--- src/hw/iq_queue_pkg.sv ---
package iq_queue_pkg;

    // default entry count, must be a power of two
    localparam int IQ_DEPTH_DEF = 32;

    // instructions handed to decode per cycle
    localparam int IQ_READ_W    = 2;

    // index width for a queue of the given depth
    function automatic int iq_ptr_w(input int depth);
        return $clog2(depth);
    endfunction

endpackage

--- src/hw/rv_fetch_pkg.sv ---
package rv_fetch_pkg;

    localparam int XLEN       = 64;
    localparam int INST_W     = 32;
    localparam int INST_BYTES = 4;
    localparam int LINE_INSTS = 16;
    localparam int LINE_W     = LINE_INSTS * INST_W;
    localparam int SLOT_W     = $clog2(LINE_INSTS);

    // byte offset within one instruction, tag above the line
    localparam int OFF_W      = $clog2(INST_BYTES);
    localparam int TAG_W      = XLEN - SLOT_W - OFF_W;

    typedef logic [XLEN-1:0]   pc_t;
    typedef logic [INST_W-1:0] inst_t;

    // fetch pc, seen as a flat address or split into line fields
    typedef union packed {
        pc_t flat;
        struct packed {
            logic [TAG_W-1:0]  tag;
            logic [SLOT_W-1:0] slot;
            logic [OFF_W-1:0]  byte_off;
        } fld;
    } fetch_pc_u;

endpackage

--- src/hw/iq_ptr_ctrl.sv ---
`timescale 1ns/1ns

module iq_ptr_ctrl import rv_fetch_pkg::*, iq_queue_pkg::*; #(
    parameter int DEPTH = 32,
    parameter int PTR_W = 5
) (
    input  logic                 clk,
    input  logic                 rst_n,
    input  logic                 line_valid_i,
    input  logic [SLOT_W:0]      count_i,
    input  logic                 stall_i,
    input  logic                 flush_i,
    output logic                 push_o,
    output logic [PTR_W-1:0]     wptr_o,
    output logic [PTR_W-1:0]     rptr_o,
    output logic [IQ_READ_W-1:0] rd_vld_o,
    output logic                 full_o
);

    // extra msb tells a full queue from an empty one
    logic [PTR_W:0] wptr;
    logic [PTR_W:0] rptr;
    logic [PTR_W:0] occ;
    logic [PTR_W:0] free_cnt;
    logic [PTR_W:0] pop_cnt;

    assign occ      = wptr - rptr;
    assign free_cnt = (PTR_W+1)'(DEPTH) - occ;

    // a whole line must fit, whatever its slot
    assign full_o = free_cnt < (PTR_W+1)'(LINE_INSTS);
    assign push_o = line_valid_i && !full_o;

    always_comb begin
        pop_cnt = '0;
        for (int r = 0; r < IQ_READ_W; r++) begin
            rd_vld_o[r] = occ > (PTR_W+1)'(r);
            if (!stall_i && rd_vld_o[r]) begin
                pop_cnt = pop_cnt + (PTR_W+1)'(1);
            end
        end
    end

    always_ff @(posedge clk or negedge rst_n) begin
        if (!rst_n) begin
            wptr <= '0;
            rptr <= '0;
        end else if (flush_i) begin
            wptr <= '0;
            rptr <= '0;
        end else begin
            if (push_o) begin
                wptr <= wptr + (PTR_W+1)'(count_i);
            end
            rptr <= rptr + pop_cnt;
        end
    end

    assign wptr_o = wptr[PTR_W-1:0];
    assign rptr_o = rptr[PTR_W-1:0];

    occ_in_range: assert property (
        @(posedge clk) disable iff (!rst_n) occ <= (PTR_W+1)'(DEPTH)
    );

    // the aligned count of an accepted line never overruns the free entries
    push_fits: assert property (
        @(posedge clk) disable iff (!rst_n) push_o |-> free_cnt >= (PTR_W+1)'(count_i)
    );

endmodule

--- config.mk ---
export PLATFORM = sky130hd
export DESIGN_NAME = iq_ptr_ctrl
export DESIGN_NICKNAME = d
export VERILOG_FILES = /design/src/hw/iq_queue_pkg.sv /design/src/hw/rv_fetch_pkg.sv /design/src/hw/iq_ptr_ctrl.sv
export SDC_FILE = /design/constraint.sdc
export NUM_CORES = 1
export LEC_CHECK = 0
export BUFFER_PORTS_ARGS = -buffer_cell sky130_fd_sc_hd__buf_2
export CAP_MARGIN = 20
export CELL_PAD_IN_SITES_DETAIL_PLACEMENT = 1
export CELL_PAD_IN_SITES_GLOBAL_PLACEMENT = 1
export CORE_ASPECT_RATIO = 1.4
export CORE_MARGIN = 2
export CORE_UTILIZATION = 45
export DETAILED_ROUTE_END_ITERATION = 10
export GPL_ROUTABILITY_DRIVEN = 1
export HOLD_SLACK_MARGIN = 0.03
export PLACE_DENSITY_LB_ADDON = 0.1
export SYNTH_ARGS = -nofsm -noshare
export SYNTH_HDL_FRONTEND = slang
export SYNTH_SLANG_ARGS = --single-unit
export TNS_END_PERCENT = 30
--- constraint.sdc ---
create_clock -name clk -period 5.7 [get_ports clk]
set_clock_uncertainty 0.1 [all_clocks]
set_input_delay 0.57 -clock clk [delete_from_list [all_inputs] [get_ports clk]]
set_output_delay 0.57 -clock clk [all_outputs]
set_load 0.005 [all_outputs]
Yosys cells after proc, flatten, opt, wreduce, memory -nomap -nowiden
Cells that the tools add are included.
Widths: inputs -> output; s select.
Storage, ports and cells
  bits in read-only memories: 0
  RAM bits: 0
  input port bits: 10
  bits in registers: 12
  bits in latches: 0
  logic and storage cells: 21
  memories: 0
Cells by class
  muxes and demuxes: 5
  $add $sub $neg: 5
  multipliers: 0
  shift-type cells: 0
  bitwise operators: 0
  divide/modulo/power cells: 0
  order comparisons: 3
  reduce and logical (&&, ||, !) cells: 6
  equality and inequality tests: 0
Operators with widths (count)
  $mux 6: 4
  $gt 6x1->1 const B: 2
  $add 6x1->6 const B: 1
  $add 6x5->6: 1
  $add 6x6->6: 1
  $lt 6x5->1 const B: 1
  $sub 6x6->6: 1
  $sub 6x6->6 const A: 1
  $logic_and 1x1->1: 3
  $logic_not 1->1: 2
  $reduce_bool 2->1: 1
  $mux 1: 1

Longest topological paths before layout
  depth after elaboration: 8
  depth in mapped cells: 16
  gate-level depth less buffers: 15

Least setup slack after synthesis
No wires, ideal clock.
  kind: flip-flop to flip-flop
  from: register wptr[0]
  to: register rptr[4]
  library setup time: 133 ps
  cell stages (with the launch flop): 16
  path slack: 2260 ps
  arrival time: 3207 ps
  required time: 5467 ps
  path through: dfrtp_1 inv_1 ha_1 fa_1 nand2b_1 a21oi_1 xnor2_2 clkbuf_1 and2_1 a21oi_1 ha_1 ha_1 fa_1 nand3_1 xnor2_1 nor2_1
On the way
  word-level cells in the longest chain between the ends: 8
RTL lines
  from (decl): RTL line iq_ptr_ctrl.sv:21  | logic [PTR_W:0] wptr;
  from (signal assigned): RTL line iq_ptr_ctrl.sv:53  | wptr <= wptr + (PTR_W+1)'(count_i);
  $sub 6x6->6 *: RTL line iq_ptr_ctrl.sv:27  | assign occ = wptr - rptr;
  $gt 6x1->1: RTL line iq_ptr_ctrl.sv:37  | rd_vld_o[r] = occ > (PTR_W+1)'(r);
  $logic_and 1x1->1: RTL line iq_ptr_ctrl.sv:38  | if (!stall_i && rd_vld_o[r]) begin
  $mux 1: RTL line iq_ptr_ctrl.sv:38
  $add 6x1->6: RTL line iq_ptr_ctrl.sv:39  | pop_cnt = pop_cnt + (PTR_W+1)'(1);
  $mux 6 *: RTL line iq_ptr_ctrl.sv:38
  $add 6x6->6 *: RTL line iq_ptr_ctrl.sv:55  | rptr <= rptr + pop_cnt;
  $mux 6 *: RTL line iq_ptr_ctrl.sv:48  | end else if (flush_i) begin
  to (signal assigned): RTL line iq_ptr_ctrl.sv:55
  to (decl): RTL line iq_ptr_ctrl.sv:22  | logic [PTR_W:0] rptr;
Every way passes the cells marked *; elsewhere a longest branch is shown, timed or not.
A chain may end at the register's enable or synchronous reset.

Worst setup path after layout
Same ends and word-level chain as after synthesis.

==> impl_results.md <==
- Status: completed
- Worst VDD drop: between 200 and 300 µV
- Clk root buf: clkbuf_8
- Clock sink total: 12
- Slew margin rel.: 0.468
- Placed Cells: about 190
- Slowest-stage cell, CP: fa_1
- Final Hold Viols: 0
- Final worst path period share: 0.630
- Critical Path, Cell by Cell: inv_1 -> ha_1 -> fa_1 -> nand2b_1 -> a21oi_1 -> xnor2_2 -> and2_1 -> a21oi_1 -> ha_1 -> ha_1 -> fa_1 -> nand3_1 -> xnor2_1 -> nor2_1
- PortBufs: 23
- Final Wtd Congestion: between 0.8 and 0.9
- Antenna violations before repair: 0
- PostCTS Resize Cnt: 0
- Die height: around 68 µm
- WL/cell: about 17 µm
- CP Class: reg2reg
- Post-synthesis sequential area ratio: 0.231
- Share of cells above drive strength 1: 0.225
- Setup Buffers After CTS: 0
- Initial Utilization: 0.461
- Final nets: roughly 190
- Max cap viols: 0
- Largest net degree at the start of global routing: 17
- IO Pins: 24
- Area leader, netlist: dfrtp_1
- Post-Syn Area per Cell: roughly 9.0 µm²
- Clk slew on worst S/H paths: approximately 0.06 ns
- First-pass GRT wire length: just under 6 mm
- Peak Freq: 279 MHz
- CP max stage delay: ~0.4 ns
- DP HPWL: ~2.8 mm
- Vias in the first global route: about 1.2k
- Leak: 0.686 nW
- Slew Limit Fails: 0
- Worst-Margin Slew: approximately 0.79 ns
- TNS Setup: 0 ns
- TritonRoute pass-1 iters: 4
- Die Area: 0.00334 mm²
- CTS Buf Count: 3
- CTS tree: yes
- Vias: 1,123
- Core Region: roughly 0.0028 mm²
- Unrepaired setup endpoints after global routing: false
- Final min period: 3.59 ns
- Antenna viol nets, final: 0
- Worst-Skew Late Latency: between 0.2 and 0.25 ns
- Largest fanout on the critical path: 16
- CP Launch Type: flip-flop
- Post-Layout Cell Count: about 200
- Syn nets: 171
- Number of hold buffers added after CTS: 0
- Global route overflow: 0
- HP Class: in2async
- Ant diodes: 0
- Netlist cell types: 42
- Drc violations: 0
- CP Capture Type: flip-flop
- Most frequent CP cell: ha_1
- Core Rows: 23
- Pwr dens: ~650 mW/mm²
- Cells after Synth: 145
- Post-Syn Area: 0.00130 mm²
- Initial DRC count: 5
- Area growth syn-to-layout: 10.3%
- Synth top area share: 0.231
- H-Tree Depth: 1
- Routed vias/inst: ~5.7
- Drt total wl: between 3 and 4 mm
- Longest Clk Path Bufs: 2
- Synth area leaders: dfrtp_1 (23%), ha_1 (13%), buf_4 (5.8%), fa_1 (4.6%), inv_1 (3.5%)
- Setup violators final: 0
- Synthesis warning total: 0
- Worst EP arrival: roughly 3.6 ns
- Die Wd: between 40 and 50 µm
- All-Layer GR Usage: 0.230
- Yosys reg bits: 12
- Critical Path RT: 5.72 ns
==> routing by layer <==
metal	vias up	wire length, µm	GRT usage
li1	538	-	-
met5	-	0	0
met4	0	55	0.0868
met2	23	1920	0.465
met1	556	1360	0.241
met3	6	63	0.0288
==> critical path, delay by kind of cell (launching register included) <==
kind	cells	cell delay, ns
compound gates	2	0.30
xor+xnor	2	0.47
fa+ha+maj	5	1.55
buf+inv	1	0.08
flops	1	0.39
simple gates	4	0.58
==> cell usage in the layout (no fill, tap or decap), drive strengths merged, types with 4 or more instances in the layout <==
master,count
nand2,5
xnor2,6
nor2b,4
inv,12
nand3,5
dfrtp,12
clkbuf,4
nor3,5
nand2b,4
a21oi,8
ha,13
o21ai,7
buf,23
and2,5
nor2,11
a221oi,5
==> cells in the mapped netlist <==
master,number
mux2_1,1
a211oi_1,1
o21ai_0,6
inv_1,12
nor2_1,10
a21oi_1,7
a2bb2oi_1,1
xnor2_2,1
mux2i_1,3
o2111a_1,1
o21ai_1,1
nand2_1,5
dfrtp_1,12
ha_1,13
a32oi_1,1
a21o_1,3
o21a_1,3
nor3_1,5
a211oi_2,1
a31oi_1,1
nand3_1,5
o221ai_1,1
a221oi_2,1
buf_4,10
o21bai_1,2
xor2_1,3
and2_1,5
o21ba_2,1
or2_1,1
nor2_4,1
nor2b_1,4
fa_1,3
nor4_4,1
o22ai_1,1
mux2_2,1
a221oi_1,4
xnor2_1,5
buf_1,1
clkbuf_1,1
nand2b_1,4
or2_4,1
a21oi_4,1
==> metrics by stage <==
step | cell area (µm²) | hold WS (ns) | setup WS (ns) | utilization | total power [mW]
CTS | 1440 | 0.120 | 2.10 | 0.509 | 0.941
global route | 1440 | 0.127 | 1.87 | 0.509 | 1.03
global placement | 1380 | 0.377 | 2.30 | 0.489 | 0.800
detailed placement | 1380 | 0.383 | 2.08 | 0.489 | 0.839
floorplan | 1300 | 0.174 | 2.26 | - | 0.682
finish | 1440 | 0.105 | 2.11 | 0.509 | 0.935
==> path summary, 6_finish.rpt <==
| path | endpoint | slack, ns | start | cells after the start |
|---|---|---|---|---|
| max reg2reg | rptr[4] | 2.11 | wptr[0] | 14 |
| min reg2reg | rptr[5] | 0.47 | rptr[5] | 2 |
| min in group clk | rptr[5] | 0.47 | rptr[5] | 2 |
| max in group asynchronous | wptr[3] | 5.16 | rst_n | 1 |
| min | wptr[1] | 0.10 | rst_n | 1 |
| max | rptr[4] | 2.11 | wptr[0] | 14 |
==> registers in the layout, indices dropped and copies added, names as in the netlist <==
signal and count:
rptr 6, wptr 6
==> logic make-up (layout without fill, tap and decap cells) <==
kind of cell	after synthesis	in the layout	synth area share
fa+ha+maj	16	16	0.171
simple gates	42	42	0.181
xor+xnor	9	9	0.0664
flops	12	12	0.231
mux	5	5	0.0404
buf+inv	24	39	0.0981
compound gates	37	37	0.212
==> power by group <==
| part | internal, mW | switching (mW) |
|---|---|---|
| registers | 0.109 | 0.0340 |
| logic | 0.285 | 0.410 |
| clock network | 0.0611 | 0.0362 |
==> area by class of cell <==
cell class / instances / area, µm²
timing repair buffer: 23 / 115
fill: 366 / 1390
sequential: 12 / 300
tap: 37 / 46.3
clock buffer: 4 / 55.1
multi-input combinational: 109 / 873
inverter: 12 / 45.0
Power figures use the tool's default switching activity.
